==> config.mk <==
export PLATFORM = sky130hd
export DESIGN_NAME = icache_nb
export DESIGN_NICKNAME = d
export VERILOG_FILES = /design/src/verilog/icache_pkg.sv /design/src/verilog/psel_gen.sv /design/src/verilog/imshr.sv /design/src/verilog/icache_nb.sv
export VERILOG_INCLUDE_DIRS = /design/src /design/src/verilog
export SDC_FILE = /design/constraint.sdc
export NUM_CORES = 2
export LEC_CHECK = 0
export BUFFER_PORTS_ARGS = -buffer_cell sky130_fd_sc_hd__buf_4
export CORE_MARGIN = 1
export CORE_UTILIZATION = 40
export DETAILED_ROUTE_END_ITERATION = 10
export HOLD_SLACK_MARGIN = 0.08
export SYNTH_ARGS = -nofsm -noshare
export SYNTH_HDL_FRONTEND = slang
export SYNTH_HIERARCHICAL = 1
export SYNTH_SLANG_ARGS = --single-unit
==> constraint.sdc <==
create_clock -name clock -period 8.3 [get_ports clock]
set_input_delay 0.83 -clock clock [delete_from_list [all_inputs] [get_ports clock]]
set_output_delay 0.83 -clock clock [all_outputs]
set_load 0.05 [all_outputs]
==> src/verilog/icache_defs.svh <==
`ifndef ICACHE_DEFS_SVH
`define ICACHE_DEFS_SVH

// Fetch lanes, also the number of imshr entries
`define N 2

// Direct-mapped line array
`define CACHE_LINES 32
`define CACHE_LINE_BITS 5

// 16-bit address minus index and 3-bit offset
`define TAG_BITS 8

// Memory transaction tag width, zero means none
`define MEM_TAG_BITS 4

`define TRUE 1'b1
`define FALSE 1'b0

`endif

==> src/verilog/icache_pkg.sv <==
`include "icache_defs.svh"

package icache_pkg;

    typedef logic [15:0] addr_t;
    typedef logic [63:0] mem_block_t;

    // Zero is never handed out by memory
    typedef logic [`MEM_TAG_BITS-1:0] mem_tag_t;

    typedef logic [`CACHE_LINE_BITS-1:0] cache_index_t;
    typedef logic [`TAG_BITS-1:0] cache_tag_t;

    // Shared with the data cache, stores never come from here
    typedef enum logic [1:0] {
        MEM_NONE  = 2'h0,
        MEM_LOAD  = 2'h1,
        MEM_STORE = 2'h2
    } mem_command_e;

    // MISS waits for the bus, WAIT waits for the data tag
    typedef enum logic [1:0] {
        IMSHR_INVALID = 2'h0,
        IMSHR_MISS    = 2'h1,
        IMSHR_WAIT    = 2'h2
    } imshr_state_e;

endpackage

==> src/verilog/psel_gen.sv <==
module psel_gen #(
    parameter int WIDTH = 4,
    parameter int REQS = 1
) (
    input  logic [WIDTH-1:0]           req,
    output logic [WIDTH-1:0]           gnt,
    output logic [REQS-1:0][WIDTH-1:0] gnt_bus,
    output logic                       empty
);

    // Row k takes the k-th lowest set request
    always_comb begin
        int granted;
        granted = 0;
        gnt_bus = '0;
        for (int i = 0; i < WIDTH; i++) begin
            if (req[i] && granted < REQS) begin
                gnt_bus[granted][i] = 1'b1;
                granted++;
            end
        end
    end

    always_comb begin
        gnt = '0;
        for (int k = 0; k < REQS; k++) begin
            gnt = gnt | gnt_bus[k];
        end
    end

    assign empty = ~|req;

endmodule

==> src/verilog/imshr.sv <==
`include "icache_defs.svh"

module imshr (
    input  logic                                    clock,
    input  logic                                    reset,
    input  logic                                    dcache_request,
    input  icache_pkg::mem_tag_t                    mem2proc_transaction_tag,
    input  icache_pkg::mem_tag_t                    mem2proc_data_tag,
    input  icache_pkg::cache_index_t [`N-1:0]       miss_index,
    input  icache_pkg::cache_tag_t   [`N-1:0]       miss_tag,
    input  logic                     [`N-1:0]       miss_valid,
    output icache_pkg::addr_t                       proc2mem_addr,
    output icache_pkg::mem_command_e                proc2mem_command,
    output icache_pkg::cache_index_t                fill_index,
    output icache_pkg::cache_tag_t                  fill_tag,
    output logic                                    fill_ready
);

    icache_pkg::imshr_state_e state_q [`N];
    icache_pkg::imshr_state_e state_n [`N];
    icache_pkg::cache_index_t index_q [`N];
    icache_pkg::cache_index_t index_n [`N];
    icache_pkg::cache_tag_t   tag_q [`N];
    icache_pkg::cache_tag_t   tag_n [`N];
    icache_pkg::mem_tag_t     mem_tag_q [`N];
    icache_pkg::mem_tag_t     mem_tag_n [`N];

    logic [`N-1:0]         entry_free;
    logic [`N-1:0]         entry_miss;
    logic [`N-1:0]         merged;
    logic [`N-1:0][`N-1:0] free_gnt_bus;
    logic                  free_empty;
    logic [`N-1:0]         miss_gnt;
    logic                  miss_empty;

    always_comb begin
        for (int j = 0; j < `N; j++) begin
            entry_free[j] = state_q[j] == icache_pkg::IMSHR_INVALID;
            entry_miss[j] = state_q[j] == icache_pkg::IMSHR_MISS;
        end
    end

    // Duplicate of a live entry or of an earlier lane this cycle
    always_comb begin
        for (int i = 0; i < `N; i++) begin
            merged[i] = `FALSE;
            for (int j = 0; j < `N; j++) begin
                if (!entry_free[j] && index_q[j] == miss_index[i] && tag_q[j] == miss_tag[i]) begin
                    merged[i] = `TRUE;
                end
            end
            for (int k = 0; k < i; k++) begin
                if (miss_valid[k] && miss_index[k] == miss_index[i]
                        && miss_tag[k] == miss_tag[i]) begin
                    merged[i] = `TRUE;
                end
            end
        end
    end

    psel_gen #(
        .WIDTH(`N),
        .REQS(`N)
    ) u_free_sel (
        .req(entry_free),
        .gnt(),
        .gnt_bus(free_gnt_bus),
        .empty(free_empty)
    );

    psel_gen #(
        .WIDTH(`N),
        .REQS(1)
    ) u_miss_sel (
        .req(entry_miss),
        .gnt(miss_gnt),
        .gnt_bus(),
        .empty(miss_empty)
    );

    always_comb begin
        int alloc_cnt;
        alloc_cnt = 0;
        state_n = state_q;
        index_n = index_q;
        tag_n = tag_q;
        mem_tag_n = mem_tag_q;

        // Data return
        fill_index = '0;
        fill_tag = '0;
        fill_ready = `FALSE;
        for (int j = 0; j < `N; j++) begin
            if (state_q[j] == icache_pkg::IMSHR_WAIT && mem_tag_q[j] == mem2proc_data_tag
                    && mem2proc_data_tag != '0) begin
                fill_index = index_q[j];
                fill_tag = tag_q[j];
                fill_ready = `TRUE;
                state_n[j] = icache_pkg::IMSHR_INVALID;
            end
        end

        // New misses take free entries in lane order
        for (int i = 0; i < `N; i++) begin
            if (miss_valid[i] && !merged[i] && !free_empty) begin
                for (int j = 0; j < `N; j++) begin
                    if (free_gnt_bus[alloc_cnt][j]) begin
                        state_n[j] = icache_pkg::IMSHR_MISS;
                        index_n[j] = miss_index[i];
                        tag_n[j] = miss_tag[i];
                    end
                end
                alloc_cnt++;
            end
        end

        // Data cache owns the bus while it asks
        proc2mem_addr = '0;
        proc2mem_command = icache_pkg::MEM_NONE;
        if (!dcache_request && !miss_empty) begin
            for (int j = 0; j < `N; j++) begin
                if (miss_gnt[j]) begin
                    proc2mem_addr = {tag_q[j], index_q[j], 3'b000};
                    proc2mem_command = icache_pkg::MEM_LOAD;
                    if (mem2proc_transaction_tag != '0) begin
                        state_n[j] = icache_pkg::IMSHR_WAIT;
                        mem_tag_n[j] = mem2proc_transaction_tag;
                    end
                end
            end
        end
    end

    always_ff @(posedge clock) begin
        if (reset) begin
            for (int j = 0; j < `N; j++) begin
                state_q[j] <= icache_pkg::IMSHR_INVALID;
            end
        end else begin
            state_q <= state_n;
        end
    end

    always_ff @(posedge clock) begin
        index_q <= index_n;
        tag_q <= tag_n;
        mem_tag_q <= mem_tag_n;
    end

endmodule

==> src/verilog/icache_nb.sv <==
`include "icache_defs.svh"

module icache_nb (
    input  logic                                clock,
    input  logic                                reset,
    input  logic                                squash,
    input  icache_pkg::mem_tag_t                mem2proc_transaction_tag,
    input  icache_pkg::mem_block_t              mem2proc_data,
    input  icache_pkg::mem_tag_t                mem2proc_data_tag,
    input  icache_pkg::addr_t        [`N-1:0]   proc2icache_addr,
    input  logic                     [`N-1:0]   valid,
    input  logic                                dcache_request,
    output icache_pkg::mem_command_e            proc2mem_command,
    output icache_pkg::addr_t                   proc2mem_addr,
    output icache_pkg::mem_block_t   [`N-1:0]   icache_data_out,
    output logic                     [`N-1:0]   icache_valid_out
);

    icache_pkg::mem_block_t line_data [`CACHE_LINES];
    icache_pkg::cache_tag_t line_tag [`CACHE_LINES];
    logic [`CACHE_LINES-1:0] line_valid;

    icache_pkg::cache_index_t [`N-1:0] miss_index;
    icache_pkg::cache_tag_t   [`N-1:0] miss_tag;
    logic                     [`N-1:0] miss_valid;

    icache_pkg::cache_index_t fill_index;
    icache_pkg::cache_tag_t   fill_tag;
    logic                     fill_ready;
    logic                     imshr_reset;

    // Squash only drops pending misses, lines stay
    assign imshr_reset = reset | squash;

    imshr u_imshr (
        .clock(clock),
        .reset(imshr_reset),
        .dcache_request(dcache_request),
        .mem2proc_transaction_tag(mem2proc_transaction_tag),
        .mem2proc_data_tag(mem2proc_data_tag),
        .miss_index(miss_index),
        .miss_tag(miss_tag),
        .miss_valid(miss_valid),
        .proc2mem_addr(proc2mem_addr),
        .proc2mem_command(proc2mem_command),
        .fill_index(fill_index),
        .fill_tag(fill_tag),
        .fill_ready(fill_ready)
    );

    // Lookup per lane, same cycle
    always_comb begin
        for (int i = 0; i < `N; i++) begin
            {miss_tag[i], miss_index[i]} = proc2icache_addr[i][15:3];
            icache_valid_out[i] = valid[i] && line_valid[miss_index[i]]
                                  && line_tag[miss_index[i]] == miss_tag[i];
            icache_data_out[i] = icache_valid_out[i] ? line_data[miss_index[i]] : '0;
            miss_valid[i] = valid[i] && !icache_valid_out[i];
        end
    end

    always_ff @(posedge clock) begin
        if (reset) begin
            line_valid <= '0;
        end else if (fill_ready) begin
            line_valid[fill_index] <= 1'b1;
        end
    end

    // Fill overwrites whatever block held the index
    always_ff @(posedge clock) begin
        if (fill_ready) begin
            line_data[fill_index] <= mem2proc_data;
            line_tag[fill_index] <= fill_tag;
        end
    end

endmodule

After elaboration in Yosys (flattened, before gate mapping)
Memories as Yosys holds them, arrays and structs flattened.
Cells that the tools add are included.
{ "word_totals": {"mem_count": 2, "latch_bits": 0, "mem_bits_rw": 2304, "rom_bits": 0, "in_bits": 110, "word_cells": 154, "reg_bits": 70, "output_inout_bits": 148} }
{ "memory_table": {"columns": ["name", "depth", "width", "rd", "rd_ports_with_merged_regs", "write_ports", "line", "rtl"], "rows": [
  ["line_data", 32, 64, 2, 0, 1, "icache_nb.sv:19", "icache_pkg::mem_block_t line_data [`CACHE_LINES];"],
  ["line_tag", 32, 8, 2, 0, 1, "icache_nb.sv:20", "icache_pkg::cache_tag_t line_tag [`CACHE_LINES];"]
]} }
{ "op_classes": {"order_cmp": 11, "div_mod_pow": 0, "bitwise": 4, "eq_ne": 18, "n_shift": 0, "mux": 65, "n_mul": 0, "reduce_logical": 45, "n_addsub": 0} }
{ "op_table": {"columns": ["operator", "n"], "rows": [
  ["$mux 64", 2],
  ["$mux 16", 5],
  ["$ge 32x1->1 const B", 2],
  ["$lt 32x2->1 const B", 2],
  ["$lt 32x3->1 const B", 2],
  ["$eq 8x8->1", 7],
  ["$mux 8", 6],
  ["$mux 2", 17],
  ["$or 32x32->32", 1],
  ["$logic_and 1x1->1", 30],
  ["$mux 5", 6],
  ["$eq 5x5->1", 5],
  ["$mux 10", 2],
  ["$mux 1", 19],
  ["$lt 5x6->1 const B", 3],
  ["$mux 4", 4],
  ["$bmux 1 s5", 2],
  ["$eq 4x4->1", 2],
  ["$reduce_bool 4->1", 2],
  ["$logic_not 1->1", 7],
  ["$reduce_and 3->1", 2],
  ["$demux 1 s5", 1],
  ["$ge 5x1->1 const B", 1],
  ["$eq 2x1->1 const B", 2],
  ["8 further kinds", 11]
]} }

Logic depth before layout (Yosys ltp)
{ "depth": {"word_depth": 18, "ltp_mapped": 18, "depth_no_buf": 12} }

By module
The synthesis kept the hierarchy.
{ "modules_own_cells": {"columns": ["module", "area_per_inst_um2", "cells_per_inst", "seq_area_each_um2", "n_inst"], "rows": [
  ["icache_nb", 107805.9, 4711, 69827.0, 1],
  ["imshr", 3054.2, 315, 840.8, 1],
  ["psel_gen (u_imshr.u_free_sel)", 46.3, 8, 0.0, 1],
  ["psel_gen (u_imshr.u_miss_sel)", 35.0, 5, 0.0, 1]
]} }

Least setup slack after synthesis
No wires, ideal clock.
{ "synth_path": {"path_type": "input-to-reg", "startpoint": "input port mem2proc_data_tag[0]", "endpoint": "memory line_data[10][0] (netlist bit), enable pin", "arrival_ns": 5.837, "setup_time_ns": 0.504, "n_path_buf": 1, "required_time_ns": 7.796, "stages": 8, "slack_ns": 1.959, "path_cell_list": "xnor2_1 -> nand3b_1 -> or4_1 -> nor2_1 -> clkbuf_1 -> a22o_1 -> or3b_2 -> nor2_1"} }
{ "synth_via": {"elab_cells_between_ends": 13, "cone_classes": "eq/ne: 2; mux: 6; reduce/logical: 5"} }
{ "synth_lines": {"columns": ["item", "line", "rtl"], "rows": [
  ["start, declared", "icache_nb.sv:9", "input icache_pkg::mem_tag_t mem2proc_data_tag,"],
  ["$eq 4x4->1", "imshr.sv:94", "if (state_q[j] == icache_pkg::IMSHR_WAIT && mem_tag_q[j] == mem2proc_data_tag"],
  ["$logic_and 1x1->1", "imshr.sv:94", null],
  ["$logic_and 1x1->1", "imshr.sv:95", "&& mem2proc_data_tag != '0) begin"],
  ["$mux 5", "imshr.sv:94", null],
  ["$mux 5 (*)", "imshr.sv:94", null],
  ["net fill_index[3]", "icache_nb.sv:27", "icache_pkg::cache_index_t fill_index;"],
  ["end, declared", "icache_nb.sv:19", null]
]} }
The timed path passes the listed nets; every way through them passes the cells marked *.

==> summary.txt <==
Detailed routing
  • Post-DRT Antenna Nets: 0
  • Drt initial violations: 6842
  • Metal2 WL: 160000 um
  • Routed wire length: 331000 um
  • Met1 wire length: 136000 um
  • Wire per inst: 36.0 um
  • Initial DRT Pass Iterations: 5
  • Highest Signal Layer: met5
  • Vias per inst: 6.39
  • Met3 routed WL: 27000 um
  • Residual DRC: 0
  • Via count: 58800

Final layout
  • Area Overhead vs Synth: 13.4%
  • Layout cells sized above 1: 0.422
  • Nets: 5419
  • Filler cells: 22800
  • Fin util: 0.458
  • Sequential cell area: 70700 um2
  • Multi-input logic area: 38600 um2

Floorplan
  • Number of core rows: 192
  • Total die area: 279000 um2
  • Die Width: 529 um
  • IO Pins: 258
  • Initial core utilization: 0.404
  • CORE AREA: 275000 um2
  • Die H: 529 um

Pwr
  • Pwr/cell area: 213 nW/um2
  • Static leakage: 38.3 nW
  • Cell internal pwr: 20.9 mW
  • Part of the power in registers: 0.493
  • Clock share of power: 0.436
  • Sw Ratio: 0.221
  • Max rail drop VDD: 157 uV
  • Psw: 5.91 mW
  • Combinational share of power: 0.071

Global routing
  • Initial antenna violation count: 16
  • Grt ovf: 0
  • Total GRT Usage: 0.237
  • Vias in the first global route: 61000
  • Global-route wire length before repair: 466000 um
  • Largest net degree at the start of global routing: 131

Synth
  • Synth Instances: 5035
  • Mapped Area: 111000 um2
  • Synth warn: 6
  • Mapped Avg Cell Area: 22.0 um2

Timing
  • Hold Violations, Final: 0
  • Min Tclk post-route: 6520 ps
  • Endpoints failing setup: 0
  • Clock Skew: 39.7 ps
  • Tcrit/Tclk final: 0.785
  • Slew Limit Fails: 0
  • RSZ-0062 raised after global routing: no
  • TNS Setup: 0 ps
  • Worst slew pin tran: 1310 ps
  • Max Fclk: 0.153 GHz
  • Slew headroom: 0.125

Placement
  • DPL Wire Length: 175000 um
  • IO Port Bufs: 247
  • GPL Wtd Cong: 0.788

Clocking
  • Total CTS buffers: 270
  • CTS H-tree depth: 5
  • Post-CTS sizing: 0
  • Clock latency on the worst-skew pair: 840 ps
  • Cts hold-fix bufs: 0
  • Root buf cell: clkbuf_16
  • CTS Buffer Depth: 4
  • Reg clk slew, reported paths: 50 ps
  • Clock Sinks: 2374
  • CTS tree: done
  • Setup Buffers After CTS: 0

Worst hold path
  • Hold Path Cell Cnt: 1
  • HP Class: in2reg

Worst setup path
  • Worst Setup Path Type: in2out
  • Worst r2r path cells: 8
  • Crit path launch type: primary input
  • Required time of the critical path: 7470 ps
  • Critical path endpoint category: output pin
  • Max FO, Critical Path: 52
  • Crit path DAT: 5690 ps

Run
  • Max-cap violations: 0

Run status
  • Status: finished, final reports clean
-- cell usage in the layout (no fill, tap or decap), types with 18 or more instances in the layout --
master     instances
edfxtp_1        2312
mux4_2          1421
buf_4            361
clkbuf_16        276
mux2i_1          179
nor2_1           115
nor3_1            86
xor2_1            64
dfxtp_1           62
clkbuf_1          57
clkinv_1          49
nor3_2            48
clkinv_2          36
nand2_1           33
nor2_4            32
buf_12            29
bufinv_16         24
mux2_1            24
mux2_2            23
xnor2_1           21
a21oi_1           20
nor2b_1           18
-- critical path, stage by stage --
cell and delay (ps):
buf_8 430, mux4_2 600, a221o_1 360, a21oi_1 430
nor3_1 130, nor4b_1 560, nand4_1 570, buf_4 540
nor3_1 720, buf_4 330
-- power groups by stage --
stage               clock, mW  sequential [mW]  combinational, mW
detailed placement          0             13.5               1.92
floorplan                   0             13.4               1.29
global placement            0             13.5               1.90
CTS                      11.9             13.2               1.92
finish                   11.7             13.2               1.90
global route             12.3             13.2               2.00
-- flip-flops by register name, summed over array words and instances (netlist names) --
signal,count
line_data,2048
line_tag,256
line_valid,32
u_imshr/tag_q,16
u_imshr/index_q,10
u_imshr/mem_tag_q,8
u_imshr/state_q,4
-- through the flow --
| stage | total power, mW | std cells | setup slack [ps] | hold slack, ps | instance area (um2) |
|---|---|---|---|---|---|
| floorplan | 14.7 | 5038 | 1960 | 452 | 111000 |
| global route | 27.5 | 9194 | 1720 | 154 | 126000 |
| finish | 26.8 | 9195 | 1780 | 199 | 126000 |
| global placement | 15.4 | 8723 | 1770 | 470 | 117000 |
| CTS | 27.0 | 9192 | 1700 | 129 | 126000 |
| detailed placement | 15.4 | 8723 | 1700 | 486 | 117000 |
-- path summary, 6_finish.rpt --
path	from	end	slack, ps
setup / recovery	proc2icache_addr[4]	icache_data_out[3]	1780
hold / removal	mem2proc_transaction_tag[3]	u_imshr/mem_tag_q[3]	200
setup reg to reg	u_imshr/mem_tag_q[4]	line_data[25][11]	3150
hold reg to reg	line_valid[7]	line_valid[7]	490
-- area by class of cell --
| type | instances | share of cell area |
|---|---|---|
| Sequential cell | 2374 | 0.562 |
| Multi-Input combinational cell | 2258 | 0.307 |
| Clock buffer | 336 | 0.0569 |
| Tap cell | 3686 | 0.0367 |
| Timing Repair Buffer | 399 | 0.0272 |
| Clock inverter | 133 | 0.0103 |
| Inverter | 6 | 0.000239 |
| Antenna cell | 3 | 0.0000597 |
-- routing by layer --
| layer | up-vias | track usage |
|---|---|---|
| li1 | 22800 | - |
| met1 | 32700 | 0.334 |
| met2 | 2719 | 0.380 |
| met3 | 494 | 0.0429 |
| met4 | 12 | 0.0599 |
| met5 | - | 0 |
Power figures use the tool's default switching activity.
